==> src/verilog/dmem_pkg.sv <==
`default_nettype none

package dmem_pkg;

  // ~~~~~~~~~~~~~~~~~~~~~~~~~~~~~~~~~~~~~~~~~~~~~~~~~~~~~~~~~~~~
  // scalar types
  // ~~~~~~~~~~~~~~~~~~~~~~~~~~~~~~~~~~~~~~~~~~~~~~~~~~~~~~~~~~~~

  // byte address as issued by the core.
  typedef logic [31:0] byte_addr_t;

  // one data word.
  typedef logic [31:0] word_t;

  // access size.
  typedef enum logic [1:0] {
    MEM_BYTE      = 2'd0,
    MEM_HALF_WORD = 2'd1,
    MEM_WORD      = 2'd2
  } mem_op_t;

  // ~~~~~~~~~~~~~~~~~~~~~~~~~~~~~~~~~~~~~~~~~~~~~~~~~~~~~~~~~~~~
  // memory access
  // ~~~~~~~~~~~~~~~~~~~~~~~~~~~~~~~~~~~~~~~~~~~~~~~~~~~~~~~~~~~~

  // one access as seen by the data RAM, 67 bits.
  // write_data sits in the low bits, the RAM shifts it into its lanes.
  typedef struct packed {
    logic       write_enable;
    mem_op_t    mem_op;
    byte_addr_t byte_address;
    word_t      write_data;
  } mem_req_t;

endpackage

`default_nettype wire

==> src/verilog/block_copier.sv <==
`timescale 1ns/1ps
`default_nettype none

module block_copier #(
  parameter int len_width = 8
) (
  input  logic                 clk,
  input  logic                 reset,
  input  logic                 copy_start,
  input  dmem_pkg::byte_addr_t copy_src,
  input  dmem_pkg::byte_addr_t copy_dst,
  input  logic [len_width-1:0] copy_len,
  output logic                 copy_busy,
  output logic                 copy_done,
  output logic                 copy_req,
  output dmem_pkg::mem_req_t   copy_mem_req,
  input  logic                 copy_gnt,
  input  dmem_pkg::word_t      read_data
);
  import dmem_pkg::*;

  typedef enum logic [1:0] {
    COPY_IDLE,
    COPY_READ,
    COPY_WRITE,
    COPY_FINISH
  } copy_state_t;

  copy_state_t          state;
  byte_addr_t           src_ptr;
  byte_addr_t           dst_ptr;
  logic [len_width-1:0] remaining;
  word_t                word_buf;

  // ~~~~~~~~~~~~~~~~~~~~~~~~~~~~~~~~~~~~~~~~~~~~~~~~~~~~~~~~~~~~
  // copy FSM
  // ~~~~~~~~~~~~~~~~~~~~~~~~~~~~~~~~~~~~~~~~~~~~~~~~~~~~~~~~~~~~

  always_ff @(posedge clk) begin
    if (reset) begin
      state     <= COPY_IDLE;
      remaining <= '0;
    end else begin
      case (state)
        COPY_IDLE: begin
          if (copy_start) begin
            remaining <= copy_len;
            state     <= (copy_len == '0) ? COPY_FINISH : COPY_READ;
          end
        end
        COPY_READ: begin
          if (copy_gnt) begin
            state <= COPY_WRITE;
          end
        end
        COPY_WRITE: begin
          if (copy_gnt) begin
            remaining <= remaining - 1'b1;
            state     <= (remaining == len_width'(1)) ? COPY_FINISH : COPY_READ;
          end
        end
        default: state <= COPY_IDLE;
      endcase
    end
  end

  // pointers and the word in flight.
  always_ff @(posedge clk) begin
    case (state)
      COPY_IDLE: begin
        if (copy_start) begin
          src_ptr <= copy_src;
          dst_ptr <= copy_dst;
        end
      end
      COPY_READ: begin
        if (copy_gnt) begin
          word_buf <= read_data;
          src_ptr  <= src_ptr + 32'd4;
        end
      end
      COPY_WRITE: begin
        if (copy_gnt) begin
          dst_ptr <= dst_ptr + 32'd4;
        end
      end
      default: ;
    endcase
  end

  // ~~~~~~~~~~~~~~~~~~~~~~~~~~~~~~~~~~~~~~~~~~~~~~~~~~~~~~~~~~~~
  // outputs
  // ~~~~~~~~~~~~~~~~~~~~~~~~~~~~~~~~~~~~~~~~~~~~~~~~~~~~~~~~~~~~

  assign copy_busy = (state != COPY_IDLE);
  assign copy_done = (state == COPY_FINISH);
  assign copy_req  = (state == COPY_READ) || (state == COPY_WRITE);

  // built from registers, so it holds while the grant is pending.
  assign copy_mem_req = '{
    write_enable: (state == COPY_WRITE),
    mem_op:       MEM_WORD,
    byte_address: (state == COPY_WRITE) ? dst_ptr : src_ptr,
    write_data:   word_buf
  };

  assert property (@(posedge clk) disable iff (reset) copy_req |-> copy_busy)
    else $error("block_copier: request outside a copy");

endmodule

`default_nettype wire

==> config.mk <==
export PLATFORM = sky130hd
export DESIGN_NAME = block_copier
export DESIGN_NICKNAME = d
export VERILOG_FILES = /design/src/verilog/dmem_pkg.sv /design/src/verilog/block_copier.sv
export SDC_FILE = /design/constraint.sdc
export NUM_CORES = 1
export LEC_CHECK = 0
export ABC_AREA = 1
export BUFFER_PORTS_ARGS = -buffer_cell sky130_fd_sc_hd__clkbuf_2
export CORE_MARGIN = 2
export CORE_UTILIZATION = 50
export DETAILED_ROUTE_END_ITERATION = 10
export GPL_TIMING_DRIVEN = 1
export PLACE_DENSITY = 0.77
export SYNTH_ARGS = -nofsm -noshare
export SYNTH_HDL_FRONTEND = slang
export SYNTH_SLANG_ARGS = --single-unit
export TNS_END_PERCENT = 10
==> constraint.sdc <==
create_clock -name clk -period 6.4 [get_ports clk]
set_clock_uncertainty 0.15 [all_clocks]
set_input_delay 0 -clock clk [delete_from_list [all_inputs] [get_ports clk]]
set_output_delay 0 -clock clk [all_outputs]
set_load 0.03 [all_outputs]
; Word level (Yosys, flattened, before mapping)
; Index checks and enable logic that the tools add are counted.
[word_totals]
out_inout_bits = 70
in_bits = 108
word_cells = 41
regBits = 106
[op_classes]
add_sub_neg = 3
n_eq_ne = 7
n_mux = 16
n_reduce_logical = 10
[op_table]
columns = operator, count
row1 = 32-bit two-way mux, 5
row2 = 32-bit case mux with 2 select lines, 2
row3 = "32-bit by 3-bit adder with 32-bit output, second input constant", 2
row4 = 8-bit two-way mux, 2
row5 = 8-bit case mux with 2 select lines, 1
row6 = 2-bit two-way mux, 5
row7 = 3-bit AND reduction, 3
row8 = "8-bit by 1-bit == test with 1-bit output, second input constant", 1
row9 = 8-bit zero test, 1
row10 = "8-bit by 1-bit subtractor with 8-bit output, second input constant", 1
row11 = 2-bit case mux with 3 select lines, 1
row12 = 2-bit nonzero test, 3
row13 = "2-bit == test, second input constant", 2
row14 = "2-bit inequality test, second input constant", 2
row15 = "2-bit by 1-bit == test with 1-bit output, second input constant", 1
row16 = 2-bit zero test, 1
row17 = "2-bit by 1-bit inequality test with 1-bit output, second input constant", 1
row18 = 2-bit AND reduction, 1
row19 = 1-bit logical OR, 1

; Longest topological paths before layout
; Gate-level depths: netlist of the first run.
[logic_depth]
depth_word = 4
mapped_depth = 11
mapped_depth_nobuf = 10

; Worst setup path after synthesis of the first run
; OpenSTA, ideal clock, no wires.
[synth_timing]
path_kind = reg-to-reg
from = register state[1]
to = register src_ptr[10], enable pin
setup_time_ps = 427
n_path_buf = 1
period_less_slack_ps = 3091
t_required_ps = 5823
path_stages_with_launch = 6
t_arrival_ps = 2514
path_slack_ps = 3309
cell_sequence = dfxtp_1 inv_1 ha_1 clkinv_1 clkbuf_1 a21oi_1
[synth_via]
elab_chain_cells = 3
elab_cells_between_ends = 6
cone_classes = 3 x eq/ne / 3 x reduce/logical
[synth_lines]
columns = element, line_no
row1 = start: declaration, block_copier.sv:29  ; copy_state_t state;
row2 = start signal: assignment, block_copier.sv:48  ; state <= (copy_len == '0) ? COPY_FINISH : COPY_READ;
row3 = start signal: assignment, block_copier.sv:59  ; state <= (remaining == len_width'(1)) ? COPY_FINISH : COPY_READ;
row4 = 2-bit by 1-bit == test with 1-bit output / 2-bit zero test (equally long branches), block_copier.sv:69  ; case (state)
row5 = 2-bit inequality test (no line) / 2-bit nonzero test (equally long branches), --
row6 = 3-bit AND reduction (no line) (*), --
row7 = end signal: assignment, block_copier.sv:72  ; src_ptr <= copy_src;
row8 = end signal: assignment, block_copier.sv:79  ; src_ptr <= src_ptr + 32'd4;
row9 = end: declaration, block_copier.sv:30  ; byte_addr_t src_ptr;
; Every way passes the cells marked *; elsewhere a longest branch is shown, timed or not.
; A chain may end at the register's enable or synchronous reset.

; Worst setup path after layout of the first run
[layout_timing]
from = register state[0]
to = register remaining[3]
[layout_via]
elab_chain_cells = 3
elab_cells_between_ends = 7
cone_classes = 3 x eq/ne / 1 x mux / 3 x reduce/logical
[layout_lines]
columns = element, line_no
row1 = 2-bit == test / 2-bit zero test (equally long branches), block_copier.sv:44  ; case (state)
row2 = "2-bit by 1-bit inequality test with 1-bit output (no line), or another cell as far along", --
row3 = 3-bit AND reduction (no line), --
row4 = end signal: assignment, block_copier.sv:47  ; remaining <= copy_len;
row5 = end signal: assignment, block_copier.sv:58  ; remaining <= remaining - 1'b1;
row6 = end: declaration, block_copier.sv:32  ; logic [len_width-1:0] remaining;
; Parallel ways exist; a longest one is shown, timed or not.

==> metrics.yaml, run 1 <==
outcome:
  status: "complete, no violations"
synthesis:
  yosysWarningCount: 0
  synthAdderAreaFrac_pct: 1.71
  syn-num-nets: 1021
  synth_area_leaders: "edfxtp_1 44%, nand2_1 22%, nor2_1 6.0%"
  yosys.area_share.xor_xnor_pct: 1.20
  synth_top_flop_cell: "edfxtp_1"
  synthCells: 904
  yosysMostFrequentCell: "nand2_1"
  synth-simple-area-share_pct: 36.3
  synth_top_family_by_area: "simple AND/OR/NAND/NOR gates"
  ys_seq_elements: 106
  yosysTopAreaCellShare_pct: 43.8
  synth_edf_count: 96
  synthArstFlopShare_pct: 0
  synth_top_cell_by_area: "edfxtp_1"
  synth_compound_area_share_pct: 7.02
  muxShareOfSynthArea_pct: 0.152
  netlist_area_um2: 6580
  synth_commonest_cells: "387 x nand2_1, 106 x nor2_1, 96 x edfxtp_1"
  ys_seq_area_share_pct: 46.9
  yosysUniqueCellTypes: 36
  synth_area_per_cell_um2: 7.28
final_layout:
  syn_to_final_growth_pct: 36.1
  stdcell_count: 1353
  multi_input_area_um2: 3060
  antenna_cells: 0
  register_area_um2: 3080
  nets: 1293
  drive_gt1_share_pct: 19.6
  n_fill_cell: 1075
timing:
  hold_viol_final: 0
  max_freq_mhz: 298
  min_period_ns: 3.36
  final.setup.tns_ns: 0
  report.final.slew_viol_count: 0
  setup_viol: 0
  fin_crit_sh_pct: 52.4
  slew_headroom_pct: 15.5
  rsz0062_at_grt: "false"
  tightest_slew_ns: 1.27
worst_setup_path:
  cp_max_fo: 98
  startpoint_type: "flop"
  critical_path_required_ns: 6.55
  critPathKind: "flop to flop"
  critPathArrivalTime_ns: 3.50
  worstSetupEndpointType: "flop"
pwr:
  cellLeakagePower_nw: 4.14
  finalPower_mw: 4.24
  ir_drop_mv: 0.267
  power_density_nw_per_um2: 474
die:
  die_y_um: 119
  core-area_um2: 12700
  io_pins: 178
  dieWidth_um: 119
  dieArea_um2: 14100
  initial_core_util_pct: 51.7
  rows: 41
global_routing:
  grt_max_degree: 99
  grt_pass1_wl_mm: 33.3
  grt_overflow: 0
  antenna_found_initial: 0
  grtUsageTotal_pct: 30.3
  grt_pass1_vias: 6695
clock_tree:
  cts_resized: 0
  htreeDepth: 3
  clock_sinks: 106
  numCtsBuffers: 9
  clk_latency_ns: 0.35
  postCtsHoldBufs: 106
  cts_setup_buffers: 0
  clk_pin_slew_worst_paths_ns: 0.07
  cts_root_buf: "clkbuf_16"
  clockBufferDepth: 2
  cts_tree: "done"
place:
  place_inst: 1231
  gp_congestion: 0.995
  portBuffers: 175
  post-dp-hpwl_mm: 14.6
drt:
  routed_wl_mm: 21.2
  drt_iter0_drc: 691
  drtPass1Iterations: 8
  drtAntennaViolNets: 0
  viasPerCell: 5.11
  post_drt_wl_per_cell_um: 15.6
  vias: 6916
  drc: 0
min_path:
  hp-class: "primary input to flop"
run:
  cap_violations: 0
## final cells by class
type / count / share of cell area, %
inverter: 86 / 3.61
clock inverter: 7 / 0.783
clock buffer: 9 / 2.52
sequential: 106 / 34.4
timing repair buffer: 286 / 22.1
multi-input combinational: 687 / 34.2
tap: 172 / 2.40
## layer usage
| metal | vias up | part of all wire, % | track usage [%] |
|---|---|---|---|
| li1 | 3422 | - | - |
| met1 | 3096 | 38 | 36.4 |
| met2 | 345 | 50 | 53.2 |
| met3 | 53 | 7.7 | 6.08 |
| met4 | 0 | 4.0 | 11.5 |
| met5 | - | 0 | 0 |
## registers in the layout (all words and copies together), names as in the netlist
register,cells
dst_ptr,32
remaining,8
src_ptr,32
state,2
word_buf,32
## cell usage in the layout (no fill, tap or decap), types with 3 or more instances in the layout
cell,n
a31oi_1,9
a21oi_1,17
nor3_1,4
xor2_1,8
o21ai_1,6
clkbuf_2,175
edfxtp_1,96
dlygate4sd3_1,106
inv_1,84
nor2_2,16
nand4_1,4
o21ai_0,51
ha_1,8
clkinv_1,3
nand2_1,387
clkbuf_16,9
nor2_4,5
nand3_1,40
nor2_1,106
buf_4,5
dfxtp_1,10
nand2_2,7
## metrics by stage
step / util, % / hold WS, ns / area (um2) / worst slack [ns]
floorplan: - / -0.0809 / 6580 / 3.31
global placement: 59.7 / 0.0265 / 7600 / 3.34
detailed placement: 59.7 / 0.0287 / 7600 / 3.27
CTS: 70.4 / 0.00717 / 8950 / 3.18
global route: 70.4 / 0.0538 / 8950 / 2.83
finish: 70.4 / 0.0220 / 8950 / 3.04
## logic make-up (layout without fill, tap and decap cells)
group           count (synthesis)  after routing
compound gates                 88             88
xor+xnor                        9              9
simple gates                  578            578
other cells                     2              2
mux                             1              1
buf+inv                       111            388
flops                         106            106
fa+ha+maj                       9              9
## critical path, cell delays in order (launching register included)
cell           delay [ns]
dfxtp_1              0.34
inv_1                0.11
ha_2                 0.17
buf_4                0.68
inv_1                0.09
buf_4                0.31
nand2_1              0.15
nand2_1              0.27
nor2_1               0.18
nand2_1              0.07
a21oi_1              0.14
dlygate4sd3_1        0.57
## power breakdown
| group | switching (mW) | internal (mW) | total [mW] |
|---|---|---|---|
| clock network | 0.256 | 0.302 | 0.559 |
| registers | 0.308 | 1.19 | 1.50 |
| logic | 1.59 | 0.590 | 2.18 |
| total | 2.16 | 2.08 | 4.24 |
## final timing paths
path                              startpoint           end  slack [ns]  cells after the start
worst max-delay path                state[0]  remaining[3]        3.04                     11
worst min register to register  remaining[7]  remaining[7]        0.35                      2
worst min-delay path                copy_gnt      state[0]        0.02                      5
worst max register to register      state[0]  remaining[3]        3.04                     11
Power figures use the tool's default switching activity.
==> inputs of run 2 (changes only) <==
Clock period 6.4 ns to 3.4 ns, I/O delays scaled along.
==> run 2 against run 1 <==
Against the previous run:
- hold slack got worse by 0.0068 ns
- worst setup slack lost 2.1 ns
- first-iteration DRC count shrank 4.1%
- design area rose by 0.27%
- global-route usage rose by 0.69 points
- core utilization increased by 0.19 points
- critical path depth shrank 5
- non-clock buffer count is 4 higher
- die area is the same
- critical path type is now flop to output pin
- largest cell class unchanged
- highest routed layer unchanged
==> metrics.yaml, run 2 (synthesized netlist as in run 1, its figures left out) <==
outcome:
  status: "complete, no violations"  # unchanged
timing:
  slew_headroom_pct: 59.9  # was 15.5%
  rsz0062_at_grt: "false"  # unchanged
  min_period_ns: 2.46
  final.setup.tns_ns: 0  # unchanged
  report.final.slew_viol_count: 0  # unchanged
  tightest_slew_ns: 0.601  # was 1.27 ns
  setup_viol: 0  # unchanged
  fin_crit_sh_pct: 72.4
  hold_viol_final: 0  # unchanged
  fin_hold_ws_ns: 0.0152  # was 0.0220 ns
  max_freq_mhz: 406
drt:
  drtAntennaViolNets: 0  # unchanged
  drt_iter0_drc: 663  # was 691
  drc: 0  # unchanged
  drtPass1Iterations: 5  # was 8
  vias: 6927  # was 6,916
  viasPerCell: 5.10  # was 5.11
  post_drt_wl_per_cell_um: 15.7  # was 15.6 um
  routed_wl_mm: 21.3  # was 21.2 mm
die:
  dieWidth_um: 119  # unchanged
  io_pins: 178  # unchanged
  rows: 41  # unchanged
  dieArea_um2: 14100  # unchanged
  initial_core_util_pct: 51.7  # unchanged
  die_y_um: 119  # unchanged
  core-area_um2: 12700  # unchanged
final_layout:
  layout_commonest_cell: "nand2_1"  # unchanged
  syn_to_final_growth_pct: 36.5  # was 36.1%
  postLayoutCoreUtil_pct: 70.6  # was 70.4%
  reg.largest.list: "dst_ptr: 32 flops, src_ptr: 32 flops, word_buf: 32 flops"  # unchanged
  antenna_cells: 0  # unchanged
  layout_common_cells: "387 x nand2_1, 175 x clkbuf_2, 107 x dlygate4sd3_1"  # was 387 x nand2_1, 175 x clkbuf_2, 106 x nor2_1, 106 x dlygate4sd3_1, 96 x edfxtp_1
  nets: 1297  # was 1,293
  drive_gt1_share_pct: 19.7  # was 19.6%
  stdcell_area_um2: 8980  # was 8950 um2
pwr:
  cellLeakagePower_nw: 4.16  # was 4.14 nW
  seq_power_share_pct: 35.1  # was 35.3%
  p_sw_mw: 4.07  # was 2.16 mW
  clkPwrFrac_pct: 12.9  # was 13.2%
  ir_drop_mv: 0.652  # was 0.267 mV
  combPwrFrac_pct: 52.0  # was 51.5%
  p_int_mw: 3.93  # was 2.08 mW
  sw_frac_of_total_pct: 50.8  # was 50.9%
  power_density_nw_per_um2: 891  # was 474 nW/um2
place:
  place_area_um2: 7620  # was 7600 um2
  post-dp-hpwl_mm: 14.7  # was 14.6 mm
  portBuffers: 175  # unchanged
  gp_congestion: 0.961  # was 0.995
clock_tree:
  cts_setup_buffers: 0  # unchanged
  cts_root_buf: "clkbuf_16"  # unchanged
  clockBufferDepth: 2  # unchanged
  numCtsBuffers: 9  # unchanged
  clk_latency_ns: 0.36  # was 0.35 ns
  cts_tree: "done"  # unchanged
  htreeDepth: 3  # unchanged
  clk_pin_slew_worst_paths_ns: 0.07  # about the same
  clock_sinks: 106  # unchanged
worst_setup_path:
  slowest_delay_ns: 0.52  # was 0.68 ns
  critical_path_required_ns: 3.25  # was 6.55 ns
  slowest_stage: "buf_4"  # unchanged
  worstSetupEndpointType: "output pin"  # was flop
  critPathArrivalTime_ns: 2.31  # was 3.50 ns
  cp_max_fo: 66  # was 98
  rrSetupSlack_ns: 1.01  # was 3.04 ns
  critPathKind: "flop to output pin"  # was flop to flop
  crit_chain: "inv_1, ha_2, buf_4, nand2_1, o21ai_0, clkbuf_2"  # was inv_1, ha_2, buf_4, inv_1, buf_4, nand2_1, nand2_1, nor2_1, nand2_1, a21oi_1, dlygate4sd3_1
  startpoint_type: "flop"  # unchanged
global_routing:
  grt_overflow: 0  # unchanged
  grtUsageTotal_pct: 30.9  # was 30.3%
  grt_max_degree: 67  # was 99
  grt_pass1_wl_mm: 34.1  # was 33.3 mm
  grt_pass1_vias: 6789  # was 6,695
  antenna_found_initial: 0  # unchanged
run:
  cap_violations: 0  # unchanged
min_path:
  hp-class: "primary input to flop"  # unchanged
[run 2: area by class of cell]
type | instances | area [um2]
fillers | 1057 | 3750
well taps | 172 | 215
multi-input cells | 687 | 3060
clock inverters | 6 | 57.6
repair buffers | 290 | 2010
flip-flops and latches | 106 | 3080
inverters | 86 | 323
clock buffers | 10 | 229
[run 2: what timing repair did]
item | in CTS | in global routing
setup endpoints to repair | 0 | 0
endpoints found under the hold margin | 108 | 0
gates resized for setup | 0 | 0
hold buffers | 107 | 0
[run 2: power by group through the flow]
| stage | sequential, mW | clock, mW | combinational [mW] |
|---|---|---|---|
| 2_1_floorplan | 2.73 | 0 | 2.77 |
| 3_3_place_gp | 2.79 | 0 | 3.94 |
| 3_5_place_dp | 2.79 | 0 | 3.97 |
| 4_1_cts | 2.78 | 1.04 | 4.09 |
| 5_1_grt | 2.88 | 1.09 | 4.56 |
| 6_report | 2.81 | 1.04 | 4.16 |
[run 2: worst max-delay path: cells and delay by family, from the launching register on]
kind                     cells  cell delay, ns
AO/OA/AOI/OAI                1            0.20
adder cells (fa/ha/maj)      1            0.26
buffers and inverters        3            0.89
flip-flops                   1            0.35
AND/OR/NAND/NOR              1            0.22
[run 2: metrics by stage]
step | power, mW | setup WS [ns] | instances
5_1_grt | 8.53 | 0.795 | 1357
3_3_place_gp | 6.73 | 1.14 | 1234
4_1_cts | 7.91 | 0.998 | 1357
3_5_place_dp | 6.77 | 1.10 | 1234
2_1_floorplan | 5.50 | 0.309 | 904
6_report | 8.00 | 0.939 | 1357
[run 2: per-layer routing]
layer  GRT usage (%)  wire length, um
met3            4.83             1530
met2            52.3            10400
met1            38.9             8360
met4            14.4             1010
met5               0                0
[run 2: worst paths after layout]
path / start / endpoint / depth (start not counted)
max reg2reg: state[0] / remaining[3] / 10
max: state[0] / copy_mem_req[53] / 6
min: copy_gnt / state[1] / 4
min reg2reg: remaining[7] / remaining[7] / 2
