--- src/verilog/dmem_pkg.sv ---
`default_nettype none

package dmem_pkg;

  // ~~~~~~~~~~~~~~~~~~~~~~~~~~~~~~~~~~~~~~~~~~~~~~~~~~~~~~~~~~~~
  // scalar types
  // ~~~~~~~~~~~~~~~~~~~~~~~~~~~~~~~~~~~~~~~~~~~~~~~~~~~~~~~~~~~~

  // byte address as issued by the core.
  typedef logic [31:0] byte_addr_t;

  // one data word.
  typedef logic [31:0] word_t;

  // access size.
  typedef enum logic [1:0] {
    MEM_BYTE      = 2'd0,
    MEM_HALF_WORD = 2'd1,
    MEM_WORD      = 2'd2
  } mem_op_t;

  // ~~~~~~~~~~~~~~~~~~~~~~~~~~~~~~~~~~~~~~~~~~~~~~~~~~~~~~~~~~~~
  // memory access
  // ~~~~~~~~~~~~~~~~~~~~~~~~~~~~~~~~~~~~~~~~~~~~~~~~~~~~~~~~~~~~

  // one access as seen by the data RAM, 67 bits.
  // write_data sits in the low bits, the RAM shifts it into its lanes.
  typedef struct packed {
    logic       write_enable;
    mem_op_t    mem_op;
    byte_addr_t byte_address;
    word_t      write_data;
  } mem_req_t;

endpackage

`default_nettype wire

--- src/verilog/mem_arbiter.sv ---
`timescale 1ns/1ps
`default_nettype none

module mem_arbiter (
  input  logic               clk,
  input  logic               reset,
  input  logic               lsu_req,
  input  logic               copy_req,
  input  dmem_pkg::mem_req_t lsu_mem_req,
  input  dmem_pkg::mem_req_t copy_mem_req,
  output logic               lsu_gnt,
  output logic               copy_gnt,
  output dmem_pkg::mem_req_t mem_req
);

  // set when the load/store unit took the last grant.
  logic last_was_lsu;

  // ~~~~~~~~~~~~~~~~~~~~~~~~~~~~~~~~~~~~~~~~~~~~~~~~~~~~~~~~~~~~
  // round-robin pick
  // ~~~~~~~~~~~~~~~~~~~~~~~~~~~~~~~~~~~~~~~~~~~~~~~~~~~~~~~~~~~~

  // on a tie the peer that did not go last wins.
  assign lsu_gnt  = lsu_req && (!copy_req || !last_was_lsu);
  assign copy_gnt = copy_req && (!lsu_req || last_was_lsu);

  // cleared so the load/store unit goes first after reset.
  always_ff @(posedge clk) begin
    if (reset) begin
      last_was_lsu <= 1'b0;
    end else if (lsu_gnt) begin
      last_was_lsu <= 1'b1;
    end else if (copy_gnt) begin
      last_was_lsu <= 1'b0;
    end
  end

  // ~~~~~~~~~~~~~~~~~~~~~~~~~~~~~~~~~~~~~~~~~~~~~~~~~~~~~~~~~~~~
  // request mux
  // ~~~~~~~~~~~~~~~~~~~~~~~~~~~~~~~~~~~~~~~~~~~~~~~~~~~~~~~~~~~~

  always_comb begin
    if (lsu_gnt) begin
      mem_req = lsu_mem_req;
    end else begin
      mem_req = copy_mem_req;
    end
    // idle cycle, nothing may be written.
    if (!lsu_gnt && !copy_gnt) begin
      mem_req.write_enable = 1'b0;
    end
  end

  assert property (@(posedge clk) disable iff (reset) !(lsu_gnt && copy_gnt))
    else $error("mem_arbiter: both peers granted");

endmodule

`default_nettype wire

--- config.mk ---
export PLATFORM = sky130hd
export DESIGN_NAME = mem_arbiter
export DESIGN_NICKNAME = d
export VERILOG_FILES = /design/src/verilog/dmem_pkg.sv /design/src/verilog/mem_arbiter.sv
export SDC_FILE = /design/constraint.sdc
export NUM_CORES = 1
export LEC_CHECK = 0
export BUFFER_PORTS_ARGS = -buffer_cell sky130_fd_sc_hd__buf_2
export CORE_AREA = 3 3 79 81
export DETAILED_ROUTE_END_ITERATION = 10
export DIE_AREA = 0 0 82 84
export PLACE_DENSITY = 0.7
export SLEW_MARGIN = 20
export SYNTH_ARGS = -nofsm -noshare
export SYNTH_HDL_FRONTEND = slang
export SYNTH_SLANG_ARGS = --single-unit
--- constraint.sdc ---
create_clock -name clk -period 1.21 [get_ports clk]
set_clock_uncertainty 0.15 [all_clocks]
set_input_delay 0.0605 -clock clk [delete_from_list [all_inputs] [get_ports clk]]
set_output_delay 0.0605 -clock clk [all_outputs]
set_load 0.01 [all_outputs]
### Word-level counts from Yosys, hierarchy flattened

Cells that the tools add are included.
Widths: inputs -> output; s select.

| word-level totals | value |
|---|---|
| register bits after elaboration | 1 |
| input bits | 138 |
| logic and storage cells | 16 |

| cells by class | value |
|---|---|
| multiplexer cells | 4 |
| reductions and logical operators | 11 |

Operators by type and width:

| operator | number |
|---|---|
| $mux 67 | 1 |
| $logic_not 1->1 | 5 |
| $logic_and 1x1->1 | 3 |
| $mux 1 | 3 |
| $logic_or 1x1->1 | 2 |
| $reduce_bool 2->1 | 1 |

### Depth between registers and ports, before layout

Gate-level depths: netlist (run 1).

| depth | value |
|---|---|
| depth after elaboration | 6 |
| mapped depth | 4 |
| mapped depth without buffers | 2 |

### Least setup slack after synthesis (run 1)

OpenSTA, ideal clock, no wires.

| path | value |
|---|---|
| kind | flip-flop to output port |
| start | register last_was_lsu |
| end | output mem_req[38] (netlist bit) |
| arrival | 1.130 ns |
| data required time | 0.999 ns |
| setup slack | -0.130 ns |
| cell stages (with the launch flop) | 5 |
| buffers on the path | 2 |
| cells stage by stage | dfxtp_1 a21boi_4 buf_6 buf_8 mux2_4 |

RTL lines:

| element | RTL line | RTL |
|---|---|---|
| start: declaration | mem_arbiter.sv:17 | `logic last_was_lsu;` |
| start signal: assignment | mem_arbiter.sv:30 | `last_was_lsu <= 1'b0;` |
| start signal: assignment | mem_arbiter.sv:32 | `last_was_lsu <= 1'b1;` |
| start signal: assignment | mem_arbiter.sv:34 | `last_was_lsu <= 1'b0;` |
| end: declaration | mem_arbiter.sv:13 | `output dmem_pkg::mem_req_t mem_req` |

==> summary.txt, run 1 <==
Power and ir drop
  • Cell Pwr Density: between 400 and 500 mW/mm2
  • Total power: 0.001206 W
  • Pleak: 1.426 nW
  • IR drop worst, VDD: 0.2784 mV

Drt
  • DR WL/cell: 15.62 um
  • Iter 0 DRT Violations: 25
  • Routed WL: 5607 um
  • # DRC: 0
  • Vias per cell: 4.148
  • Antenna Nets Post-Route: 0
  • Via count: 1489
  • First-pass detailed-route iteration total: 3

Worst setup path
  • CP Max Fanout: 15
  • Data arrival time of the critical path: 1.28 ns
  • Type of the worst setup path: register to primary output
  • Crit end category: primary output
  • Req. time, crit path: 1.00 ns
  • Critical Path Start Type: register

Die
  • Horiz. Die Dim: 82 um
  • Core Region: approximately 0.0055 mm2
  • Ports: 207
  • Initial Util: 0.1737
  • Die height: 84 um
  • Die area: around 0.0069 mm2
  • Row cnt: 27

Timing
  • Final worst path period need: approximately 1.5 ns
  • Final Cycle Share: 1.235
  • PnR worst setup slack: -0.2846 ns
  • Max-slew violation count: 0
  • Final Hold Vio Count: 0
  • Setup TNS: -16.50 ns
  • RSZ-0062 raised after global routing: yes
  • F_max: 669.1 MHz
  • Rel. slew slack: 0.8948
  • Worst slew pin tran: 0.1574 ns
  • Final setup viols: 67

Global routing
  • Vias in the first global route: 1515
  • Largest net degree at the start of global routing: 21
  • First-pass GRT wire length: a little under 8000 um
  • GR Util All Layers: 0.1430
  • Total congestion overflow: 0
  • Antenna violations before repair: 0

Final layout
  • Largest regs: last_was_lsu x1
  • Final layout net count: 427
  • Largest Register: last_was_lsu
  • Area Growth Syn to Fin: 159.7%
  • Final non-filler cell area: 0.002499 mm2
  • Commonest non-fill, non-tap cell in the layout: buf_2
  • Antenna Cells: 0
  • Final Util: 0.4510
  • Most frequent cells in the layout: buf_2 (165), mux2_4 (41), buf_6 (41), mux2_2 (25), buf_12 (4)
  • Layout cell share with drive strength beyond 1: 0.9826
  • Max reg flops: 1

Placed design
  • RePlAce Congestion: 0.7015
  • Port bufs: 206
  • Post-DP Area: 0.002081 mm2
  • DP HPWL: 4447 um

Worst hold path
  • Hold WC Path Type: primary input to register

Synth
  • Synth Area in XOR/XNOR: 0
  • Synth unique cells: 11
  • Simple logic cell fraction of the synthesized area: 0.01951
  • Syn Nets: 218
  • Syn Inst Count: 80
  • Seq cells post-synth: 1
  • Largest family of logic cells by synthesized area: multiplexers
  • Mean area per synthesized cell: 12.03 um2
  • Sequential share of the synthesized area: 0.02081
  • Synth Area in Compound Gates: 0.03511
  • Post-synthesis mux area share: 0.8505
  • Syn. warnings: 0
  • Synth Area in Adders: 0
  • Cell Area, Synth: 962.2 um2

Status
  • Status: finished with violations
  • Violated checks: negative setup slack

CTS
  • CTS Hold Bufs: 0
  • Reg clk slew, reported paths: 0 ns
  • Worst skew pair latency: 0 ns

Run
  • Max Cap Viol: 0
==> synth_stat cells <==
cell type / count / area, um2
mux2_2: 46 / 518.0
mux2_4: 20 / 300.3
buf_4: 4 / 30.03
buf_8: 2 / 30.03
nand2b_1: 2 / 12.51
a21boi_4: 1 / 18.77
a21oi_1: 1 / 5.000
a32o_1: 1 / 10.01
and2_1: 1 / 6.260
buf_6: 1 / 11.26
dfxtp_1: 1 / 20.02
==> routing by layer <==
layer | share of wire | global-route usage | up-vias | wire (um)
met1 | 0.38 | 0.1841 | 641 | 2150
met2 | 0.46 | 0.2491 | 126 | 2590
met4 | 0.0037 | 0.004532 | 0 | 21
li1 | - | - | 720 | -
met5 | 0 | 0 | - | 0
met3 | 0.15 | 0.03564 | 2 | 844
==> worst paths after layout <==
kind	startpoint	cells past startpoint	end	slack [ns]
hold reg to reg	last_was_lsu$_SDFFE_PP0P_	3	last_was_lsu$_SDFFE_PP0P_	0.45
hold / removal	reset	2	last_was_lsu$_SDFFE_PP0P_	0.06
setup reg to reg	last_was_lsu$_SDFFE_PP0P_	3	last_was_lsu$_SDFFE_PP0P_	0.24
setup / recovery	last_was_lsu$_SDFFE_PP0P_	5	mem_req[8]	-0.28
==> area by class of cell <==
| class | count | area, um2 |
|---|---|---|
| fill | 540 | 3042 |
| multi-input combinational | 72 | 949.7 |
| sequential | 1 | 21.27 |
| tap | 72 | 90.09 |
| timing repair buffer | 214 | 1438 |
==> critical path: stages, from the launching register on <==
cell and delay [ns]:
dfxtp_2 0.31, a21boi_4 0.17, buf_12 0.15, buf_12 0.17, mux2_2 0.36, buf_6 0.12
==> per-stage QoR <==
| step | setup slack, ns | std cells | hold slack (ns) |
|---|---|---|---|
| finish | -0.2846 | 359 | 0.06413 |
| floorplan | -0.1216 | 80 | -0.02785 |
| CTS | -0.2910 | 359 | 0.06653 |
| global route | -0.3373 | 359 | 0.07835 |
| global placement | -0.2934 | 355 | 0.06751 |
| detailed placement | -0.3365 | 355 | 0.06600 |
==> cell families (layout without fill, tap and decap cells) <==
family          after synthesis  after routing
compound gates                3              3
buf+inv                       7            214
flops                         1              1
mux                          66             66
simple gates                  3              3
==> timing repair <==
item,4_1_cts,5_1_grt
setup endpoints to repair,67,67
gates cloned,2,0
setup buffers,2,0
gates resized for setup,55,11
==> power by group <==
part	switching (W)	internal, W	total, W
clock	0	0	0
sequential	0.00000235	0.0000367	0.0000390
combinational	0.000427	0.000740	0.00117
(Power assumes the default switching activity.)
==> run 2, diff against run 1 <==
--- a/config.mk
+++ b/config.mk
@@ -5,6 +5,7 @@
 export SDC_FILE = /design/constraint.sdc
 export NUM_CORES = 1
 export LEC_CHECK = 0
+export ABC_AREA = 1
 export BUFFER_PORTS_ARGS = -buffer_cell sky130_fd_sc_hd__buf_2
 export CORE_AREA = 3 3 79 81
 export DETAILED_ROUTE_END_ITERATION = 10
==> constraint.sdc (replaced) <==
create_clock -name clk -period 1.21 [get_ports clk]
set_clock_uncertainty 0.15 [all_clocks]
set_input_delay 0.121 -clock clk [delete_from_list [all_inputs] [get_ports clk]]
set_output_delay 0.121 -clock clk [all_outputs]
set_load 0.01 [all_outputs]
==> summary.txt, run 2 <==
Power and ir drop
  • Psw: 0.0005067 W
  • Clock share of power: 0
  • IR drop worst, VDD: 0.2886 mV
  • Int Power: 0.0005473 W
  • Reg power frac: 0.037
  • Logic pwr share: 0.963
  • Total power: around 0.0011 W
  • Cell Pwr Density: 464.1 mW/mm2
  • Sw Share: 0.4807
  • Pleak: 1.604 nW

Global routing
  • First-pass GRT wire length: 8017 um
  • Total congestion overflow: 0
  • Antenna violations before repair: 0
  • Vias in the first global route: 1772
  • GR Util All Layers: 0.1407
  • Largest net degree at the start of global routing: 30

Drt
  • Via count: 2044
  • First-pass detailed-route iteration total: 4
  • Antenna Nets Post-Route: 0
  • Routed WL: 5801 um
  • Iter 0 DRT Violations: between 80 and 90
  • Vias per cell: between 4 and 5
  • # DRC: 0
  • DR WL/cell: 11.53 um

Timing
  • Final setup viols: 66
  • Rel. slew slack: 0.9127
  • RSZ-0062 raised after global routing: yes
  • Final worst path period need: 1.271 ns
  • Max-slew violation count: 0
  • Final Hold Vio Count: 0
  • F_max: 786.8 MHz
  • PnR worst setup slack: -0.06100 ns
  • Worst slew pin tran: approximately 0.13 ns
  • Final Cycle Share: 1.050

Die
  • Die area: 0.006888 mm2
  • Horiz. Die Dim: 82 um
  • Core Region: 0.005540 mm2
  • Die height: 84 um
  • Row cnt: 27
  • Ports: between 200 and 250
  • Initial Util: 0.1678

Placed design
  • Post-DP Area: 0.002029 mm2
  • RePlAce Congestion: 0.8380
  • DP HPWL: 4438 um
  • Port bufs: 206

Worst setup path
  • Reg-to-reg slack, setup: 0.27 ns
  • Data arrival time of the critical path: 1.00 ns
  • Worst path top cell family by delay: buffers and inverters
  • Req. time, crit path: approximately 0.94 ns
  • Worst path slowest cell: dfxtp_2
  • Critical path buffers and inverters: 3
  • CP most frequent cell: nand2_1
  • Critical Path Start Type: register
  • Type of the worst setup path: register to primary output
  • Crit end category: primary output
  • CP max stage delay: between 0.3 and 0.4 ns
  • Worst-path cell chain: nand2_4 -> nand2_8 -> inv_12 -> clkbuf_16 -> nand2_1 -> nand2_1 -> buf_2
  • CP Max Fanout: 9

Final layout
  • Commonest non-fill, non-tap cell in the layout: buf_2
  • Sequential standard cell area: 21.27 um2
  • Antenna Cells: 0
  • Filler Cell Count: a little over 600
  • Final layout net count: 571
  • Area Growth Syn to Fin: 144.3%
  • Layout cell share with drive strength beyond 1: 0.5360
  • Area of the multi-input gates: 833.3 um2
  • Most frequent cells in the layout: buf_2 (199), nand2_1 (194), nand2_2 (10), buf_6 (7), buf_12 (5)
  • Largest Register: last_was_lsu
  • Largest regs: last_was_lsu x1
  • Final non-filler cell area: about 0.0023 mm2
  • Max reg flops: 1

Synth
  • Sequential share of the synthesized area: 0.02153
  • Cell Area, Synth: 929.6 um2
  • Seq cells post-synth: 1
  • EDFF count, synth: 0
  • Synth Area in Compound Gates: 0.008075
  • Mean area per synthesized cell: 4.077 um2
  • Synth Area in XOR/XNOR: 0
  • Syn Inst Count: 228
  • Syn Nets: between 300 and 400
  • Simple logic cell fraction of the synthesized area: 0.8385
  • Synth unique cells: 10
  • Share of the synthesized area in the top cell type: 0.8277
  • Top cells by count, synth: nand2_1 (205), buf_2 (8), buf_6 (5)
  • Synth Flop Type: dfxtp_1
  • Synth Area in Adders: 0
  • Synth async-reset ratio: 0
  • Most common cell in the netlist: nand2_1
  • Area leader, netlist: nand2_1
  • Largest family of logic cells by synthesized area: simple AND/OR/NAND/NOR gates
  • Largest cells by area after synthesis: nand2_1 (83%), buf_6 (6.1%), buf_2 (4.3%)
  • Syn. warnings: 0
  • Post-synthesis mux area share: 0

Status
  • Violated checks: negative setup slack
  • Status: finished with violations

Run
  • Max Cap Viol: 0

CTS
  • Worst skew pair latency: 0 ns
  • Reg clk slew, reported paths: 0 ns

Worst hold path
  • Hold WC Path Type: primary input to register
[run 2: changes by cell type after synthesis, sizes merged]
cell	before	now
and2	1	0
nand2b	2	0
mux2	66	0
o21bai	0	1
inv	0	5
nand2	0	206
a32o	1	0
a21boi	1	0
a21oi	1	0
buf	7	14
nor2	0	1
[run 2: cells by family after synthesis]
family / after synthesis
AND/OR/NAND/NOR: 207
buffers and inverters: 19
flip-flops: 1
AO/OA/AOI/OAI: 1
[run 2: area by class of cell]
class | count | area share
repair buffers | 217 | 0.5702
inverters | 5 | 0.01377
flip-flops and latches | 1 | 0.009366
well taps | 72 | 0.03967
multi-input cells | 208 | 0.3669
[run 2: per-layer routing]
metal  global-route usage  vias up  wire length (um)
met3              0.01080        0               623
li1                     -     1075                 -
met2               0.2910      116              3058
met5                    0        -                 0
met1               0.1572      853              2119
met4                    0        0                 0
[run 2: repair_timing]
| item | CTS | global route |
|---|---|---|
| endpoints found under the setup margin | 68 | 67 |
| setup buffers | 1 | 0 |
| gates cloned | 3 | 2 |
| pin swaps | 0 | 1 |
| hold buffers | 0 | 0 |
| resized for setup | 23 | 10 |
[run 2: path summary, 6_finish.rpt]
path / from / end / cells after the start
max: last_was_lsu$_SDFFE_PP0P_ / mem_req[57] / 7
max reg2reg: last_was_lsu$_SDFFE_PP0P_ / last_was_lsu$_SDFFE_PP0P_ / 6
min reg2reg: last_was_lsu$_SDFFE_PP0P_ / last_was_lsu$_SDFFE_PP0P_ / 3
min: reset / last_was_lsu$_SDFFE_PP0P_ / 3
[run 2: power groups by stage]
| stage | Sequential (W) | Combinational, W | Clock [W] |
|---|---|---|---|
| finish | 0.0000387 | 0.00102 | 0 |
| floorplan | 0.0000373 | 0.000416 | 0 |
| global placement | 0.0000370 | 0.000873 | 0 |
| detailed placement | 0.0000371 | 0.000881 | 0 |
| global route | 0.0000393 | 0.00112 | 0 |
| CTS | 0.0000387 | 0.000987 | 0 |
[run 2: stage by stage]
stage                     utilization  setup TNS, ns  setup WS [ns]  std cells  hold slack (ns)
after floorplan                     -              0        0.01320        228           0.1259
after global placement         0.3663         -7.142        -0.1861        498           0.2281
after detailed placement       0.3663         -8.119        -0.2161        498           0.2290
after CTS                      0.3979         -2.055       -0.06973        502           0.2218
after global routing           0.4099         -6.087        -0.1172        503           0.2487
final                          0.4099         -2.248       -0.06100        503           0.2216
[run 2: worst reg2reg max path, stage by stage (launching register included)]
cell	delay [ns]
dfxtp_2	0.32
buf_4	0.11
inv_1	0.03
nand2_1	0.04
nand2_1	0.06
inv_1	0.07
nor2_1	0.04
==> run 3, diff against run 2 <==
--- a/config.mk
+++ b/config.mk
@@ -10,7 +10,7 @@
 export CORE_AREA = 3 3 79 81
 export DETAILED_ROUTE_END_ITERATION = 10
 export DIE_AREA = 0 0 82 84
-export PLACE_DENSITY = 0.7
+export PLACE_DENSITY = 0.68
 export SLEW_MARGIN = 20
 export SYNTH_ARGS = -nofsm -noshare
 export SYNTH_HDL_FRONTEND = slang
==> constraint.sdc (replaced) <==
create_clock -name clk -period 1.3 [get_ports clk]
set_clock_uncertainty 0.15 [all_clocks]
set_input_delay 0.13 -clock clk [delete_from_list [all_inputs] [get_ports clk]]
set_output_delay 0.13 -clock clk [all_outputs]
set_load 0.01 [all_outputs]
==> summary.txt, run 3 (same netlist as run 2, synthesis figures left out) <==
Drt
  • # DRC: 0
  • Via count: 2135
  • Iter 0 DRT Violations: 65
  • DR WL/cell: 12.71 um
  • Antenna Nets Post-Route: 0
  • Vias per cell: approximately 4.2
  • First-pass detailed-route iteration total: 4
  • Routed WL: around 6500 um

Timing
  • PnR worst setup slack: -0.02712 ns
  • Max-slew violation count: 0
  • F_max: 753.5 MHz
  • Worst hold slack: 0.2340 ns
  • Final Cycle Share: 1.021
  • Worst slew pin tran: between 0.1 and 0.15 ns
  • RSZ-0062 raised after global routing: yes
  • Final worst path period need: 1.327 ns
  • Rel. slew slack: 0.9195
  • Setup TNS: -0.5307 ns
  • Final Hold Vio Count: 0
  • Final setup viols: 47

Global routing
  • GR Util All Layers: 0.1254
  • Total congestion overflow: 0
  • First-pass GRT wire length: 7355 um
  • Vias in the first global route: 1781
  • Antenna violations before repair: 0
  • Largest net degree at the start of global routing: 37

Die
  • Die height: between 80 and 90 um
  • Core Region: between 0.005 and 0.006 mm2
  • Initial Util: 0.1678
  • Ports: 207
  • Horiz. Die Dim: 82 um
  • Row cnt: 27
  • Die area: ~0.0069 mm2

Worst hold path
  • Hold WC Path Type: primary input to register

CTS
  • Reg clk slew, reported paths: 0 ns
  • CTS Hold Bufs: 0
  • Worst skew pair latency: 0 ns

Worst setup path
  • CP Max Fanout: 8
  • Critical Path Start Type: register
  • Req. time, crit path: 1.02 ns
  • Type of the worst setup path: register to primary output
  • Worst-path cell chain: nand2_2 -> nand2_4 -> buf_12 -> clkbuf_16 -> nand2_1 -> nand2_1 -> buf_2
  • Worst path slowest cell: dfxtp_2
  • CP max stage delay: 0.31 ns
  • Crit end category: primary output
  • Data arrival time of the critical path: 1.05 ns
  • Reg-to-reg slack, setup: roughly 0.36 ns
  • CP most frequent cell: nand2_1

Status
  • Violated checks: negative setup slack
  • Status: finished with violations

Power and ir drop
  • Reg power frac: 0.032
  • Sw Share: 0.4699
  • Pleak: 1.699 nW
  • IR drop worst, VDD: 0.2345 mV
  • Logic pwr share: 0.968
  • Int Power: 0.0005795 W
  • Psw: 0.0005137 W
  • Total power: about 0.0011 W
  • Clock share of power: 0
  • Cell Pwr Density: 437.1 mW/mm2

Final layout
  • Commonest non-fill, non-tap cell in the layout: buf_2
  • Final Util: 0.4514
  • Largest regs: last_was_lsu x1
  • Final layout net count: 579
  • Layout cell share with drive strength beyond 1: 0.6014
  • Max reg flops: 1
  • Antenna Cells: 0
  • Largest Register: last_was_lsu
  • Filler Cell Count: 597
  • Area Growth Syn to Fin: 169.0%
  • Most frequent cells in the layout: buf_2 (194), nand2_1 (170), nand2_2 (29), buf_6 (16)

Placed design
  • RePlAce Congestion: 0.7776
  • DP HPWL: 4387 um
  • Placement Setup Slack: -0.02026 ns
  • Port bufs: about 200

Run
  • Max Cap Viol: 0
run 3: power groups by stage:
stage	clock, W	sequential [W]	combinational, W
after global placement	0	0.0000344	0.000818
after floorplan	0	0.0000348	0.000388
after global routing	0	0.0000356	0.00116
after detailed placement	0	0.0000346	0.000825
final	0	0.0000354	0.00106
after CTS	0	0.0000346	0.000833
run 3: layout make-up:
cell class	instances	area (um2)	share of cell area
timing repair buffer	225	1449	0.5793
multi-input combinational	208	909.6	0.3637
tap	72	90.09	0.03602
inverter	5	31.28	0.01251
sequential	1	21.27	0.008504
run 3: critical path: cells and delay by family (launching register included):
kind | cells | cell delay [ns]
buf+inv | 3 | 0.43
flops | 1 | 0.31
simple gates | 4 | 0.29
run 3: worst paths after layout:
| check | from | to | cells after the start |
|---|---|---|---|
| worst max register to register | last_was_lsu$_SDFFE_PP0P_ | last_was_lsu$_SDFFE_PP0P_ | 6 |
| worst min-delay path | reset | last_was_lsu$_SDFFE_PP0P_ | 3 |
| worst max-delay path | last_was_lsu$_SDFFE_PP0P_ | mem_req[42] | 7 |
| worst min register to register | last_was_lsu$_SDFFE_PP0P_ | last_was_lsu$_SDFFE_PP0P_ | 3 |
run 3: metal layers:
| metal | part of all wire | vias to the layer above | GRT usage |
|---|---|---|---|
| li1 | - | 1091 | - |
| met1 | 0.38 | 933 | 0.1232 |
| met2 | 0.52 | 111 | 0.2748 |
| met3 | 0.097 | 0 | 0.01296 |
| met4 | 0 | 0 | 0.003021 |
| met5 | 0 | - | 0 |
run 3: what timing repair did:
item	CTS	global route
setup endpoints to repair	33	63
cloned	0	11
setup buffers	0	2
pin swaps	0	10
gates resized for setup	2	58
run 3: through the flow:
| step | cell area (um2) | std cells |
|---|---|---|
| final | 2501 | 511 |
| after global routing | 2501 | 511 |
| after CTS | 2049 | 498 |
| after detailed placement | 2042 | 498 |
| after global placement | 2042 | 498 |
| after floorplan | 929.6 | 228 |
